`src/hdl/uart_settings.svh`:
```
// Bit period is UART_CLK_HZ / UART_BAUD rounded down; it must come out at 4 clocks or more
`ifndef UART_SETTINGS_SVH
`define UART_SETTINGS_SVH

////////////////////////////////////////
// Clock and line rate
////////////////////////////////////////

// 10 MHz system clock keeps simulated frames short
`define UART_CLK_HZ 10_000_000

// Line rate in bits per second
`define UART_BAUD 1_000_000

// Clocks per bit on the line
`define UART_BIT_CYCLES (`UART_CLK_HZ / `UART_BAUD)

`endif

```
`src/hdl/uart_pkg.sv`:
```
// Shared types only; field order of uart_status_t is the STATUS register layout
package uart_pkg;

   // One data byte on the line
   typedef logic [7:0] uart_byte_t;

   // STATUS register, bit 7 down to bit 0:
   // 7..5 zero, 4 frame error, 3 rx overrun, 2 tx overrun, 1 rx valid, 0 tx busy
   typedef struct packed {
      logic [2:0] unused;
      logic       frame_err;
      logic       rx_overrun;
      logic       tx_overrun;
      logic       rx_valid;
      logic       tx_busy;
   } uart_status_t;

   // Register addresses, 3 is unmapped
   typedef enum logic [1:0] {
      REG_DATA   = 2'd0,
      REG_STATUS = 2'd1,
      REG_CTRL   = 2'd2
   } uart_reg_e;

   typedef enum logic [1:0] {TX_IDLE, TX_START, TX_DATA, TX_STOP} tx_state_e;

   typedef enum logic [1:0] {RX_IDLE, RX_START, RX_DATA, RX_STOP} rx_state_e;

endpackage

```
`src/hdl/uart_tx.sv`:
```
// 8N1 only; a load is taken only in idle while enabled, and dropping enable aborts the frame
`timescale 1ns/1ps
`include "uart_settings.svh"

module uart_tx (
   input  logic                 clk,
   input  logic                 reset,
   input  logic                 enable,
   input  logic                 tx_load,
   input  uart_pkg::uart_byte_t tx_byte,
   output logic                 tx_busy,
   output logic                 tx_out
);
   import uart_pkg::*;

   localparam int CNT_W = $clog2(`UART_BIT_CYCLES);
   localparam logic [CNT_W-1:0] BIT_LAST = CNT_W'(`UART_BIT_CYCLES - 1);

   tx_state_e        state;
   logic [CNT_W-1:0] bit_time;
   logic [2:0]       bit_idx;
   uart_byte_t       tx_shift;
   logic             bit_end;

   assign bit_end = (bit_time == BIT_LAST);

   // Busy straight from the state register, so no glitches
   assign tx_busy = (state != TX_IDLE);

   ////////////////////////////////////////
   // Bit period timer
   ////////////////////////////////////////

   always_ff @(posedge clk) begin
      if (reset || !enable || state == TX_IDLE || bit_end) begin
         bit_time <= '0;
      end else begin
         bit_time <= bit_time + CNT_W'(1);
      end
   end

   // Low bit always holds the next data bit to put on the line
   always_ff @(posedge clk) begin
      if (state == TX_IDLE && tx_load) begin
         tx_shift <= tx_byte;
      end else if (bit_end && (state == TX_START || state == TX_DATA)) begin
         tx_shift <= {1'b0, tx_shift[7:1]};
      end
   end

   ////////////////////////////////////////
   // Frame FSM and line register
   ////////////////////////////////////////

   always_ff @(posedge clk) begin
      if (reset || !enable) begin
         state   <= TX_IDLE;
         bit_idx <= '0;
         tx_out  <= 1'b1;
      end else begin
         case (state)
            TX_IDLE: begin
               if (tx_load) begin
                  state  <= TX_START;
                  tx_out <= 1'b0;
               end
            end
            TX_START: begin
               if (bit_end) begin
                  state   <= TX_DATA;
                  bit_idx <= '0;
                  tx_out  <= tx_shift[0];
               end
            end
            TX_DATA: begin
               if (bit_end) begin
                  if (bit_idx == 3'd7) begin
                     state  <= TX_STOP;
                     tx_out <= 1'b1;
                  end else begin
                     bit_idx <= bit_idx + 3'd1;
                     tx_out  <= tx_shift[0];
                  end
               end
            end
            TX_STOP: begin
               // Line is already high, busy drops when the stop bit ends
               if (bit_end) begin
                  state <= TX_IDLE;
               end
            end
            default: begin
               state  <= TX_IDLE;
               tx_out <= 1'b1;
            end
         endcase
      end
   end

endmodule

```
`src/hdl/uart_rx.sv`:
```
// 8N1 only; rx_byte is valid with rx_done and changes again once the next frame starts
`timescale 1ns/1ps
`include "uart_settings.svh"

module uart_rx (
   input  logic                 clk,
   input  logic                 reset,
   input  logic                 enable,
   input  logic                 rx_in,
   output logic                 rx_done,
   output logic                 rx_frame_err,
   output uart_pkg::uart_byte_t rx_byte
);
   import uart_pkg::*;

   localparam int CNT_W = $clog2(`UART_BIT_CYCLES);
   localparam logic [CNT_W-1:0] BIT_LAST  = CNT_W'(`UART_BIT_CYCLES - 1);
   localparam logic [CNT_W-1:0] HALF_LAST = CNT_W'(`UART_BIT_CYCLES / 2 - 1);

   rx_state_e        state;
   logic [CNT_W-1:0] bit_time;
   logic [2:0]       bit_idx;
   uart_byte_t       rx_shift;
   logic             rx_meta;
   logic             rx_sync;
   logic             rx_prev;
   logic             sample;
   logic             fall;

   ////////////////////////////////////////
   // Line synchronizer
   ////////////////////////////////////////

   // Idle line is high, so reset to 1 to avoid a false start
   always_ff @(posedge clk) begin
      if (reset) begin
         rx_meta <= 1'b1;
         rx_sync <= 1'b1;
         rx_prev <= 1'b1;
      end else begin
         rx_meta <= rx_in;
         rx_sync <= rx_meta;
         rx_prev <= rx_sync;
      end
   end

   assign fall = rx_prev && !rx_sync;

   // Half a bit to the start bit middle, then whole bits
   assign sample = (state == RX_START) ? (bit_time == HALF_LAST) : (bit_time == BIT_LAST);

   ////////////////////////////////////////
   // Sample timer
   ////////////////////////////////////////

   always_ff @(posedge clk) begin
      if (reset || !enable || state == RX_IDLE || sample) begin
         bit_time <= '0;
      end else begin
         bit_time <= bit_time + CNT_W'(1);
      end
   end

   // LSB arrives first, so shift in from the top
   always_ff @(posedge clk) begin
      if (state == RX_DATA && sample) begin
         rx_shift <= {rx_sync, rx_shift[7:1]};
      end
   end

   assign rx_byte = rx_shift;

   ////////////////////////////////////////
   // Frame FSM
   ////////////////////////////////////////

   always_ff @(posedge clk) begin
      if (reset || !enable) begin
         state        <= RX_IDLE;
         bit_idx      <= '0;
         rx_done      <= 1'b0;
         rx_frame_err <= 1'b0;
      end else begin
         rx_done      <= 1'b0;
         rx_frame_err <= 1'b0;
         case (state)
            RX_IDLE: begin
               if (fall) begin
                  state <= RX_START;
               end
            end
            RX_START: begin
               if (sample) begin
                  // High again at mid-bit means a glitch, not a start bit
                  if (!rx_sync) begin
                     state   <= RX_DATA;
                     bit_idx <= '0;
                  end else begin
                     state <= RX_IDLE;
                  end
               end
            end
            RX_DATA: begin
               if (sample) begin
                  if (bit_idx == 3'd7) begin
                     state <= RX_STOP;
                  end else begin
                     bit_idx <= bit_idx + 3'd1;
                  end
               end
            end
            RX_STOP: begin
               if (sample) begin
                  state <= RX_IDLE;
                  if (rx_sync) begin
                     rx_done <= 1'b1;
                  end else begin
                     rx_frame_err <= 1'b1;
                  end
               end
            end
            default: begin
               state <= RX_IDLE;
            end
         endcase
      end
   end

endmodule

```
`src/hdl/uart_wb_regs.sv`:
```
// Wishbone classic, one wait state per access; writes to a busy or disabled transmitter are dropped
`timescale 1ns/1ps

module uart_wb_regs (
   input  logic                 clk,
   input  logic                 reset,
   input  logic                 wb_cyc,
   input  logic                 wb_stb,
   input  logic                 wb_we,
   input  logic [1:0]           wb_adr,
   input  logic [7:0]           wb_dat_w,
   output logic                 wb_ack,
   output logic [7:0]           wb_dat_r,
   input  logic                 tx_busy,
   input  logic                 rx_done,
   input  logic                 rx_frame_err,
   input  uart_pkg::uart_byte_t rx_byte,
   output logic                 tx_enable,
   output logic                 rx_enable,
   output logic                 tx_load,
   output uart_pkg::uart_byte_t tx_byte
);
   import uart_pkg::*;

   uart_reg_e    adr;
   uart_status_t status;
   uart_byte_t   rx_hold;
   logic         access;
   logic         wr_access;
   logic         rd_access;
   logic         data_write;
   logic         data_read;
   logic         tx_accept;
   logic         rx_valid;
   logic         frame_err;
   logic         rx_overrun;
   logic         tx_overrun;

   ////////////////////////////////////////
   // Bus decode
   ////////////////////////////////////////

   // Ack is never high two cycles running, so a held strobe is taken once
   assign access    = wb_cyc && wb_stb && !wb_ack;
   assign wr_access = access && wb_we;
   assign rd_access = access && !wb_we;
   assign adr       = uart_reg_e'(wb_adr);

   assign data_write = wr_access && adr == REG_DATA;
   assign data_read  = rd_access && adr == REG_DATA;

   assign tx_accept = data_write && tx_enable && !tx_busy;

   assign status = '{unused:     3'b000,
                     frame_err:  frame_err,
                     rx_overrun: rx_overrun,
                     tx_overrun: tx_overrun,
                     rx_valid:   rx_valid,
                     tx_busy:    tx_busy};

   ////////////////////////////////////////
   // Control and status flags
   ////////////////////////////////////////

   always_ff @(posedge clk) begin
      if (reset) begin
         wb_ack     <= 1'b0;
         tx_enable  <= 1'b0;
         rx_enable  <= 1'b0;
         tx_load    <= 1'b0;
         rx_valid   <= 1'b0;
         frame_err  <= 1'b0;
         rx_overrun <= 1'b0;
         tx_overrun <= 1'b0;
      end else begin
         wb_ack  <= access;
         tx_load <= tx_accept;
         if (wr_access && adr == REG_CTRL) begin
            tx_enable <= wb_dat_w[0];
            rx_enable <= wb_dat_w[1];
         end
         if (data_write && !tx_accept) begin
            tx_overrun <= 1'b1;
         end
         // Sticky errors clear on a STATUS read
         if (rd_access && adr == REG_STATUS) begin
            frame_err  <= 1'b0;
            rx_overrun <= 1'b0;
            tx_overrun <= 1'b0;
         end
         if (data_read) begin
            rx_valid <= 1'b0;
         end
         // Receiver events win over a clear in the same cycle
         if (rx_done) begin
            rx_valid <= 1'b1;
            if (rx_valid && !data_read) begin
               rx_overrun <= 1'b1;
            end
         end
         if (rx_frame_err) begin
            frame_err <= 1'b1;
         end
      end
   end

   // Payload registers and read data
   always_ff @(posedge clk) begin
      if (tx_accept) begin
         tx_byte <= wb_dat_w;
      end
      if (rx_done) begin
         rx_hold <= rx_byte;
      end
      if (rd_access) begin
         case (adr)
            REG_DATA:   wb_dat_r <= rx_hold;
            REG_STATUS: wb_dat_r <= status;
            REG_CTRL:   wb_dat_r <= {6'b000000, rx_enable, tx_enable};
            default:    wb_dat_r <= 8'h00;
         endcase
      end
   end

endmodule

```
`src/hdl/uart_top.sv`:
```
// Loopback is not built in; tie tx_out to rx_in outside when it is wanted
`timescale 1ns/1ps

module uart_top (
   input  logic       clk,
   input  logic       reset,
   input  logic       wb_cyc,
   input  logic       wb_stb,
   input  logic       wb_we,
   input  logic [1:0] wb_adr,
   input  logic [7:0] wb_dat_w,
   output logic [7:0] wb_dat_r,
   output logic       wb_ack,
   output logic       tx_out,
   input  logic       rx_in
);
   import uart_pkg::*;

   logic       tx_enable;
   logic       rx_enable;
   logic       tx_load;
   logic       tx_busy;
   logic       rx_done;
   logic       rx_frame_err;
   uart_byte_t tx_byte;
   uart_byte_t rx_byte;

   // Bus side
   uart_wb_regs regs0 (
      .clk(clk), .reset(reset),
      .wb_cyc(wb_cyc), .wb_stb(wb_stb), .wb_we(wb_we), .wb_adr(wb_adr),
      .wb_dat_w(wb_dat_w), .wb_ack(wb_ack), .wb_dat_r(wb_dat_r),
      .tx_busy(tx_busy), .rx_done(rx_done), .rx_frame_err(rx_frame_err),
      .rx_byte(rx_byte), .tx_enable(tx_enable), .rx_enable(rx_enable),
      .tx_load(tx_load), .tx_byte(tx_byte)
   );

   uart_tx tx0 (
      .clk(clk), .reset(reset), .enable(tx_enable),
      .tx_load(tx_load), .tx_byte(tx_byte),
      .tx_busy(tx_busy), .tx_out(tx_out)
   );

   uart_rx rx0 (
      .clk(clk), .reset(reset), .enable(rx_enable), .rx_in(rx_in),
      .rx_done(rx_done), .rx_frame_err(rx_frame_err), .rx_byte(rx_byte)
   );

endmodule

```
`config.mk`:
```
export PLATFORM = sky130hd
export DESIGN_NAME = uart_top
export DESIGN_NICKNAME = d
export VERILOG_FILES = /design/src/hdl/uart_pkg.sv /design/src/hdl/uart_tx.sv /design/src/hdl/uart_rx.sv /design/src/hdl/uart_wb_regs.sv /design/src/hdl/uart_top.sv
export VERILOG_INCLUDE_DIRS = /design/src /design/src/hdl
export SDC_FILE = /design/constraint.sdc
export NUM_CORES = 1
export LEC_CHECK = 0
export ABC_AREA = 1
export BUFFER_PORTS_ARGS = -buffer_cell sky130_fd_sc_hd__buf_2
export CAP_MARGIN = 30
export CORE_UTILIZATION = 60
export DETAILED_ROUTE_END_ITERATION = 12
export PLACE_DENSITY = 0.91
export SLEW_MARGIN = 5
export SYNTH_ARGS = -nofsm -noshare
export SYNTH_HDL_FRONTEND = slang
export SYNTH_SLANG_ARGS = --single-unit
```
`constraint.sdc`:
```
create_clock -name clk -period 4.8 [get_ports clk]
set_input_delay 0 -clock clk [delete_from_list [all_inputs] [get_ports clk]]
set_output_delay 0 -clock clk [all_outputs]
set_load 0.02 [all_outputs]
```
* Word level (Yosys, flattened, before mapping)
Index checks and enable logic that the tools add are counted.
** Storage, ports and cells
- Output and inout port bits :: 10
- Register bits :: 72
- Input port bits :: 16
** Cells by class
- Muxes and demuxes :: 40
- $add $sub $neg :: 4
- Eq/ne operators :: 26
- Bitwise logic cells :: 2
- Reductions and logical operators :: 48
** Operators with widths (count)
- 8-bit case mux with 3 select lines :: 1
- 2-bit 2-to-1 mux :: 11
- 3-bit 2-to-1 mux :: 7
- 1-bit logical AND :: 16
- 8-bit 2-to-1 mux :: 2
- 2-bit case mux with 4 select lines :: 2
- 5-bit AND reduction :: 3
- 1-bit 2-to-1 mux :: 14
- 2-bit by 1-bit inequality test with 1-bit output, second input constant :: 7
- 2-bit inequality test, second input constant :: 6
- 3-bit case mux with 2 select lines :: 2
- 2-bit nonzero test :: 6
- 2-bit == test, second input constant :: 5
- 4-bit by 1-bit adder with 4-bit output, second input constant :: 2
- 4-bit == test, second input constant :: 2
- 1-bit logical NOT :: 8
- 4-bit AND reduction :: 2
- 1-bit logical OR :: 7
- 3-bit by 1-bit adder with 3-bit output, second input constant :: 2
- 2-bit by 1-bit == test with 1-bit output, second input constant :: 3
- 3-bit == test, second input constant :: 2
- 2-bit logical NOT :: 3
- 4-bit by 3-bit == test with 1-bit output, second input constant :: 1
- 1-bit case mux with 3 select lines :: 1
- 4 further kinds :: 5

* Longest topological paths before layout
Gate-level depths: netlist (run 1).
- Word-level depth :: 8
- Depth in mapped cells :: 11
- Depth with buffers taken out :: 11

* Hierarchy
A second synthesis (run 1) with hierarchy kept.
** Unflattened totals
- Cells, all modules :: 311
- Area total of the unflattened synthesis :: 3129.3 um^2
** Modules (own cells, without submodules)
- uart_wb_regs :: instances 1, area each 1186.1 um^2, cells each 97
- uart_tx :: instances 1, area each 982.2 um^2, cells each 109
- uart_rx :: instances 1, area each 960.9 um^2, cells each 105

* Least setup slack after synthesis (run 1)
Ideal clock, no wire load.
- Path type :: reg-to-reg
- From :: register tx0.state[1]
- To :: register tx0.tx_shift[0] (enable)
- Setup slack :: 3031 ps
- Data arrival time :: 1385 ps
- Stages on the path, launching flop included :: 5
- Path through :: dfxtp_1 -> inv_1 -> ha_1 -> inv_1 -> o21ai_0
** On the way
- Cells in the longest elaborated chain, start to end :: 4
** RTL lines
- from (decl) :: RTL line uart_tx.sv:19 : tx_state_e state;
- from (signal assigned) :: RTL line uart_tx.sv:57 : state <= TX_IDLE;
- from (signal assigned) :: RTL line uart_tx.sv:64 : state <= TX_START;
- from (signal assigned) :: RTL line uart_tx.sv:70 : state <= TX_DATA;
- 2-bit by 1-bit == test with 1-bit output / 2-bit == test (equally long branches) :: RTL line uart_tx.sv:46 : end else if (bit_end && (state == TX_START || state == TX_DATA)) begin
- 1-bit logical OR :: RTL line uart_tx.sv:46
- 1-bit logical AND :: RTL line uart_tx.sv:46
- 2-bit nonzero test (no line) *
- to (signal assigned) :: RTL line uart_tx.sv:45 : tx_shift <= tx_byte;
- to (signal assigned) :: RTL line uart_tx.sv:47 : tx_shift <= {1'b0, tx_shift[7:1]};
- to (decl) :: RTL line uart_tx.sv:22 : uart_byte_t tx_shift;
Every way passes the cells marked *; elsewhere a longest branch is shown, timed or not.
A chain may end at the register's enable or synchronous reset.

* Worst setup path after layout (run 1)
- From :: register tx0.state[0]
- To :: register tx0.tx_shift[5] (enable)
The elaborated chain is that of the path after synthesis.

==> out/metrics.csv, run 1 <==
stage,metric,value,unit
run_status,status,completed,
logic_synthesis,synth_top_area_share,41.3,%
timing,slew-limit-headroom,51.2,%
routing,wl_per_cell,13.1,µm
logic_synthesis,synthSimpleGateAreaFrac,18.0,%
cells_and_area,fin_util,75.9,%
timing,fin_crit,1.73,ns
timing,min_period_over_period,36.0,%
cells_and_area,final_common_cell,edfxtp_1,
place,portBuffers,25,
floorplanning,chipWidth,71.7,µm
logic_synthesis,synth_top_family_by_area,simple AND/OR/NAND/NOR gates,
routing,totalWireLength,4910,µm
power,clkPwrFrac,40.1,%
min_path,holdCritPathClass,in -> reg,
routing,drt_pass1_iterations,4,
global_route,grt_max_degree,14,
routing,avgViaCountPerCell,5.27,
worst_setup_path,cpLargestDelayFamily,buffers and inverters,
worst_setup_path,path_cells,inv_1 -> ha_1 -> nand2_1 -> o21ai_0 -> buf_2,
floorplanning,die_h,71.7,µm
logic_synthesis,synth_compound_area_share,5.20,%
logic_synthesis,yosysWarnings,0,
logic_synthesis,synth_top_area_cell,edfxtp_1,
power,switching_power,238,µW
power,p_comb_share,2.9,%
global_route,grt_pass1_vias,1948,
timing,worst_slew_pin_slew,0.730,ns
clocking,path_clk_slew,0.07,ns
timing,grt_setup_unrepaired,false,
routing,drt_iter0_markers,90,
routing,via_count,1978,
power,vdd_drop_max,0.000259,V
power,pwr_density_cell,334,mW/mm²
clocking,clk_latency,0.35,ns
logic_synthesis,ys_seq_elements,72,
worst_setup_path,critPathRequiredTime,4.84,ns
global_route,grt-ovfl-total,0,
worst_setup_path,start_kind,flop,
clocking,cts_sinks,72,
floorplanning,initial_core_util,64.6,%
job,max_cap_violations,0,
timing,hold_viol,0,
place,dp_hpwl,3420,µm
power,p_seq_share,57.0,%
clocking,cts_setup_buffers,0,
timing,setup_ws,3.07,ns
logic_synthesis,synth_nets,296,
worst_setup_path,end_kind,flop,
cells_and_area,syn_to_final_growth,17.4,%
power,internal-power,903,µW
timing,fmax,0.579,GHz
place,detailedPlace.worstSlack,3.09,ns
worst_setup_path,critical_path_arrival,1.76,ns
cells_and_area,nets,346,
clocking,cts_tree,built,
clocking,cts_buffer_depth,2,
logic_synthesis,ys_types,31,
logic_synthesis,seq_area_frac_synth,63.3,%
logic_synthesis,synthAdderAreaFrac,5.16,%
timing,fin_skew,0.00899,ns
worst_setup_path,ff2ff_setup_slack,3.07,ns
power,p_leak,0.00135,µW
worst_setup_path,cpPeakStageDelay,0.33,ns
floorplanning,core_area,0.00450,mm²
worst_setup_path,path_max_fanout,9,
clocking,h-tree-depth,3,
timing,setup_viol,0,
worst_setup_path,crit_type,reg -> reg,
global_route,antenna_found_initial,0,
cells_and_area,mostFrequentLayoutCells,"edfxtp_1 (40), nand2_1 (37), inv_1 (34)",
worst_setup_path,slowest_stage,dfxtp_1,
global_route,grt_pass1_wl,8310,µm
place,gp_congestion,0.807,
global_route,track_usage,22.1,%
routing,drtAntennaViolNets,0,
floorplanning,io_pins,26,
floorplanning,die-area,0.00514,mm²
logic_synthesis,postSynthCellCount,268,
timing,fin_tns_setup,0,ns
cells_and_area,drive_above_1_share,22.6,%
logic_synthesis,syn_area_per_cell,10.9,µm²
clocking,cts-root-buf,clkbuf_8,
cells_and_area,antenna_cells,0,
floorplanning,placementRows,24,
logic_synthesis,synth_top_cells_by_area,"edfxtp_1 (41%), dfxtp_1 (22%), ha_1 (5.2%)",
logic_synthesis,muxShareOfSynthArea,2.71,%
power,switching_share,20.9,%
worst_setup_path,crit_buf_inv,2,
routing,drc,0,
timing,drv_slew,0,
logic_synthesis,syn_area,0.00291,mm²
clocking,cts_made_buffers,9,
logic_synthesis,synth_xor_area_share,0.902,%
-- through the flow --
stage                     instance area [µm²]  hold slack, ns  cells  power [µW]
after floorplan                          2910          0.0724    268         677
after global placement                   3100           0.178    345         689
after detailed placement                 3110           0.178    347         690
after CTS                                3420          0.0146    375        1150
after global routing                     3420          0.0587    375        1180
final                                    3420          0.0304    375        1140
-- routing by layer --
| layer | GRT usage (%) | share of wire, % | vias up |
|---|---|---|---|
| met2 | 37.1 | 50 | 50 |
| met4 | 11.8 | 1.4 | 0 |
| met5 | 0 | 0 | - |
| met3 | 7.88 | 4.2 | 8 |
| li1 | - | - | 987 |
| met1 | 24.6 | 45 | 933 |
-- power by group through the flow --
stage | combinational [µW] | clock [µW] | sequential, µW
floorplan | 10.2 | 0 | 667
global placement | 24.2 | 0 | 664
detailed placement | 25.1 | 0 | 665
CTS | 32.7 | 463 | 651
global route | 36.7 | 488 | 651
finish | 33.1 | 458 | 651
-- worst reg2reg max path, delay by kind of cell (launching register included) --
family	cells	cell delay, ns
simple gates	1	0.25
compound gates	1	0.21
flops	1	0.33
fa+ha+maj	1	0.23
buf+inv	2	0.40
-- final cells by class --
cell class | count | area (µm²)
flip-flops and latches | 72 | 1840
fillers | 289 | 1080
multi-input cells | 159 | 931
repair buffers | 39 | 255
inverters | 37 | 139
clock buffers | 10 | 128
well taps | 52 | 65.1
clock inverters | 6 | 60.1
-- state kept, by name (all words and copies together) (netlist names), 2 cells and up, named ones only --
| register | flops |
|---|---|
| rx0.bit_idx | 3 |
| tx0.state | 2 |
| tx0.bit_idx | 3 |
| rx0.rx_byte | 8 |
| tx0.tx_shift | 8 |
| tx0.bit_time | 4 |
| regs0.wb_dat_r | 8 |
| regs0.rx_hold | 8 |
| rx0.bit_time | 4 |
| regs0.tx_byte | 8 |
-- worst paths after layout --
path | start | cells past startpoint | end
worst min-delay path | wb_we | 5 | regs0.tx_load$_SDFF_PP0_
worst min register to register | rx0.rx_meta$_SDFF_PP1_ | 1 | rx0.rx_sync$_SDFF_PP1_
worst max register to register | tx0.state[0]$_SDFFE_PP0P_ | 5 | tx0.tx_shift[5]$_DFFE_PP_
worst max-delay path | tx0.state[0]$_SDFFE_PP0P_ | 5 | tx0.tx_shift[5]$_DFFE_PP_
-- cell usage after synthesis (all sizes together) --
cell type,count
nand3b,1
nor3,2
a21oi,14
nand3,18
o211ai,1
and3,1
xor2,1
dfxtp,32
nand2,47
nor4,1
ha,12
nand4,2
inv,37
xnor2,2
or2,7
o21ai,12
edfxtp,40
mux2,7
nor2,30
o211a,1
-- cells by family (layout without fill, tap and decap cells) --
| kind of cell | after synthesis | count (layout) |
|---|---|---|
| xor+xnor | 3 | 3 |
| mux | 7 | 7 |
| fa+ha+maj | 12 | 12 |
| flops | 72 | 72 |
| compound gates | 28 | 28 |
| buf+inv | 37 | 92 |
| simple gates | 109 | 109 |
-- timing repair --
| item | CTS | global route |
|---|---|---|
| setup endpoints to repair | 0 | 0 |
| resized for setup | 0 | 0 |
| hold endpoints to repair | 15 | 0 |
| hold buffers | 12 | 0 |
Note: power is estimated with default switching activity, not from simulation.
==> inputs of run 2 (changes only) <==
--- a/config.mk
+++ b/config.mk
@@ -6,12 +6,12 @@
 export SDC_FILE = /design/constraint.sdc
 export NUM_CORES = 1
 export LEC_CHECK = 0
-export ABC_AREA = 1
+export ABC_AREA = 0
 export BUFFER_PORTS_ARGS = -buffer_cell sky130_fd_sc_hd__buf_2
 export CAP_MARGIN = 30
-export CORE_UTILIZATION = 60
+export CORE_UTILIZATION = 58
 export DETAILED_ROUTE_END_ITERATION = 12
-export PLACE_DENSITY = 0.91
+export PLACE_DENSITY = 0.89
 export SLEW_MARGIN = 5
 export SYNTH_ARGS = -nofsm -noshare
 export SYNTH_HDL_FRONTEND = slang
==> constraint.sdc (replaced) <==
create_clock -name clk -period 1.7 [get_ports clk]
set_input_delay 0 -clock clk [delete_from_list [all_inputs] [get_ports clk]]
set_output_delay 0 -clock clk [all_outputs]
set_load 0.02 [all_outputs]
==> out/metrics.csv, run 2 <==
stage,metric,value,unit
run_status,status,completed,
logic_synthesis,synthSimpleGateAreaFrac,16.6,%
worst_setup_path,start_kind,flop,
logic_synthesis,synth_flop_cell,edfxtp_1,
min_path,hold_depth,2,
floorplanning,core_area,0.00479,mm²
logic_synthesis,postSynthCellCount,235,
floorplanning,chipWidth,73.0,µm
clocking,cts_sinks,72,
power,vdd_drop_max,0.00101,V
timing,fin_crit,1.69,ns
clocking,cts_tree,built,
logic_synthesis,synth-edff-count,40,
timing,fmax,0.593,GHz
logic_synthesis,synth_nets,263,
global_route,grt_pass1_wl,8340,µm
worst_setup_path,crit-reg2reg-launch,tx0.state[1]$_SDFFE_PP0P_,
routing,wl_per_cell,14.2,µm
logic_synthesis,yosys.cell_count.top_type,edfxtp_1,
global_route,grt-ovfl-total,0,
cells_and_area,final_common_cell,edfxtp_1,
routing,avgViaCountPerCell,5.31,
clocking,clk_latency,0.34,ns
logic_synthesis,ys_types,42,
worst_setup_path,crit_type,reg -> reg,
logic_synthesis,synth_top_family_by_area,simple AND/OR/NAND/NOR gates,
global_route,grt_max_degree,15,
logic_synthesis,muxShareOfSynthArea,6.25,%
place,dp_hpwl,3340,µm
clocking,cts_buffer_depth,2,
timing,fin_skew,0.00873,ns
clocking,path_clk_slew,0.08,ns
cells_and_area,syn_to_final_growth,22.8,%
place,gp_congestion,0.786,
cells_and_area,mostFrequentLayoutCells,"edfxtp_1 (40), dfxtp_1 (29), buf_2 (25)",
worst_setup_path,rr_endpoint,tx0.state[0]$_SDFFE_PP0P_,
global_route,antenna_found_initial,0,
clocking,cts_made_buffers,9,
floorplanning,initial_core_util,61.0,%
cells_and_area,antenna_cells,0,
logic_synthesis,async_reset_ff_share,0,%
power,p_leak,0.00135,µW
job,max_cap_violations,0,
timing,worst_slew_pin_slew,0.505,ns
clocking,h-tree-depth,3,
cells_and_area,fin_util,75.0,%
cells_and_area,nets,318,
floorplanning,die-area,0.00532,mm²
logic_synthesis,synthAdderAreaFrac,5.14,%
logic_synthesis,synth_top_area_share,41.1,%
cells_and_area,drive_above_1_share,27.1,%
logic_synthesis,synth_top_area_cell,edfxtp_1,
routing,totalWireLength,5150,µm
logic_synthesis,synth_xor_area_share,1.20,%
power,power.total,3430,µW
logic_synthesis,synth_common_cells,"edfxtp_1 (40), dfxtp_1 (32), nor2_1 (24), nand2_1 (17)",
timing,grt_setup_unrepaired,true,
worst_setup_path,ff2ff_setup_slack,0.01,ns
logic_synthesis,yosysWarnings,0,
floorplanning,die_h,73.0,µm
floorplanning,io_pins,26,
worst_setup_path,path_max_fanout,4,
clocking,cts-root-buf,clkbuf_8,
cells_and_area,nFillCells,307,
floorplanning,placementRows,25,
timing,setup_viol,0,
routing,drt_pass1_iterations,5,
worst_setup_path,end_kind,flop,
routing,drtAntennaViolNets,0,
logic_synthesis,syn_area_per_cell,12.4,µm²
logic_synthesis,seq_area_frac_synth,63.0,%
power,pwr_density_cell,955,mW/mm²
worst_setup_path,critical_path_arrival,1.94,ns
worst_setup_path,r2r_cells,6,
min_path,holdPathEnd,regs0.wb_dat_r[2]$_DFFE_PN_,
timing,hold_viol,0,
global_route,track_usage,21.7,%
routing,drt_iter0_markers,124,
routing,drc,0,
logic_synthesis,synth_top_cells_by_area,"edfxtp_1 (41%), dfxtp_1 (22%), ha_1 (5.1%)",
worst_setup_path,critPathRequiredTime,1.96,ns
min_path,holdCritPathClass,in -> reg,
global_route,grt_pass1_vias,1864,
timing,min_period_over_period,99.3,%
logic_synthesis,ys_seq_elements,72,
routing,via_count,1921,
logic_synthesis,synth_compound_area_share,6.38,%
place,portBuffers,25,
min_path,hold_start,wb_adr[1],
logic_synthesis,syn_area,0.00292,mm²
timing,slew-limit-headroom,65.8,%
timing,drv_slew,0,
==> run 2: changes by cell type after synthesis, moves of 5 or more <==
cell / previous run / this run
mux2i_1: 0 / 9
nand2_2: 10 / 0
nor2b_1: 0 / 5
nand3_1: 17 / 4
nand2_1: 37 / 17
a21oi_1: 13 / 6
inv_1: 34 / 7
and2_1: 0 / 5
==> run 2: stage by stage <==
step	hold WS (ns)	instances	instance area, µm²	setup slack (ns)	TNS (ns)
after floorplan	0.0989	235	2930	-0.0537	-0.0537
after global placement	0.177	331	3190	0.0788	0
after detailed placement	0.179	331	3190	0.0128	0
after CTS	0.0343	360	3550	0.00546	0
after global routing	0.0474	362	3590	-0.0312	-0.0312
final	0.0494	362	3590	0.0126	0
==> run 2: worst max-delay path by stage <==
stage,start,endpoint
final,tx0.state[1]$_SDFFE_PP0P_,tx0.state[0]$_SDFFE_PP0P_
after global routing,tx0.state[1]$_SDFFE_PP0P_,tx0.state[0]$_SDFFE_PP0P_
after CTS,tx0.state[1]$_SDFFE_PP0P_,tx0.state[0]$_SDFFE_PP0P_
after detailed placement,tx0.state[1]$_SDFFE_PP0P_,tx0.tx_shift[5]$_DFFE_PP_
after global placement,tx0.state[1]$_SDFFE_PP0P_,tx0.tx_shift[5]$_DFFE_PP_
after floorplan,regs0.wb_ack$_SDFF_PP0_,regs0.rx_overrun$_SDFF_PP0_
==> run 2: area by class of cell <==
type	instances	area, µm²	area share [%]
Multi-Input combinational cell	152	1070	29.9
Timing Repair Buffer	48	330	9.21
Clock inverter	7	103	2.86
Tap cell	67	83.8	2.34
Sequential cell	72	1850	51.5
Inverter	7	26.3	0.732
Clock buffer	9	124	3.45
==> run 2: repair_timing <==
action	CTS	global route
buffers inserted	0	2
pin swaps	0	2
resized for setup	1	11
endpoints found under the hold margin	15	0
setup endpoints to repair	3	20
hold buffers	13	0
==> run 2: cell families (layout without fill, tap and decap cells) <==
family                     count (synthesis)  count (layout)
AOI/OAI and AO/OA                         30              30
buffers and inverters                     11              71
and+or+nand+nor                           89              89
muxes                                     17              17
xor gates and xnor gates                   4               4
DFF                                       72              72
adders and majority gates                 12              12
==> run 2: critical path, cell delays in order (launching register included) <==
cell	delay [ns]
dfxtp_2	0.37
inv_1	0.10
ha_1	0.23
or2_2	0.31
a21oi_2	0.22
o21ai_0	0.13
a211oi_1	0.26
==> run 2: layer usage <==
layer / GRT usage [%] / share of wire, % / routed length, µm / vias up
li1: - / - / - / 959
met4: 8.93 / 1.4 / 74 / 0
met5: 0 / 0 / 0 / -
met2: 38.8 / 54 / 2760 / 35
met1: 23.9 / 42 / 2150 / 920
met3: 6.49 / 3.3 / 168 / 7
==> run 2: where the power goes <==
group	switching (µW)	internal, µW	total, µW
registers	4.69	1830	1830
clock network	658	841	1500
logic	45.8	50.1	95.9
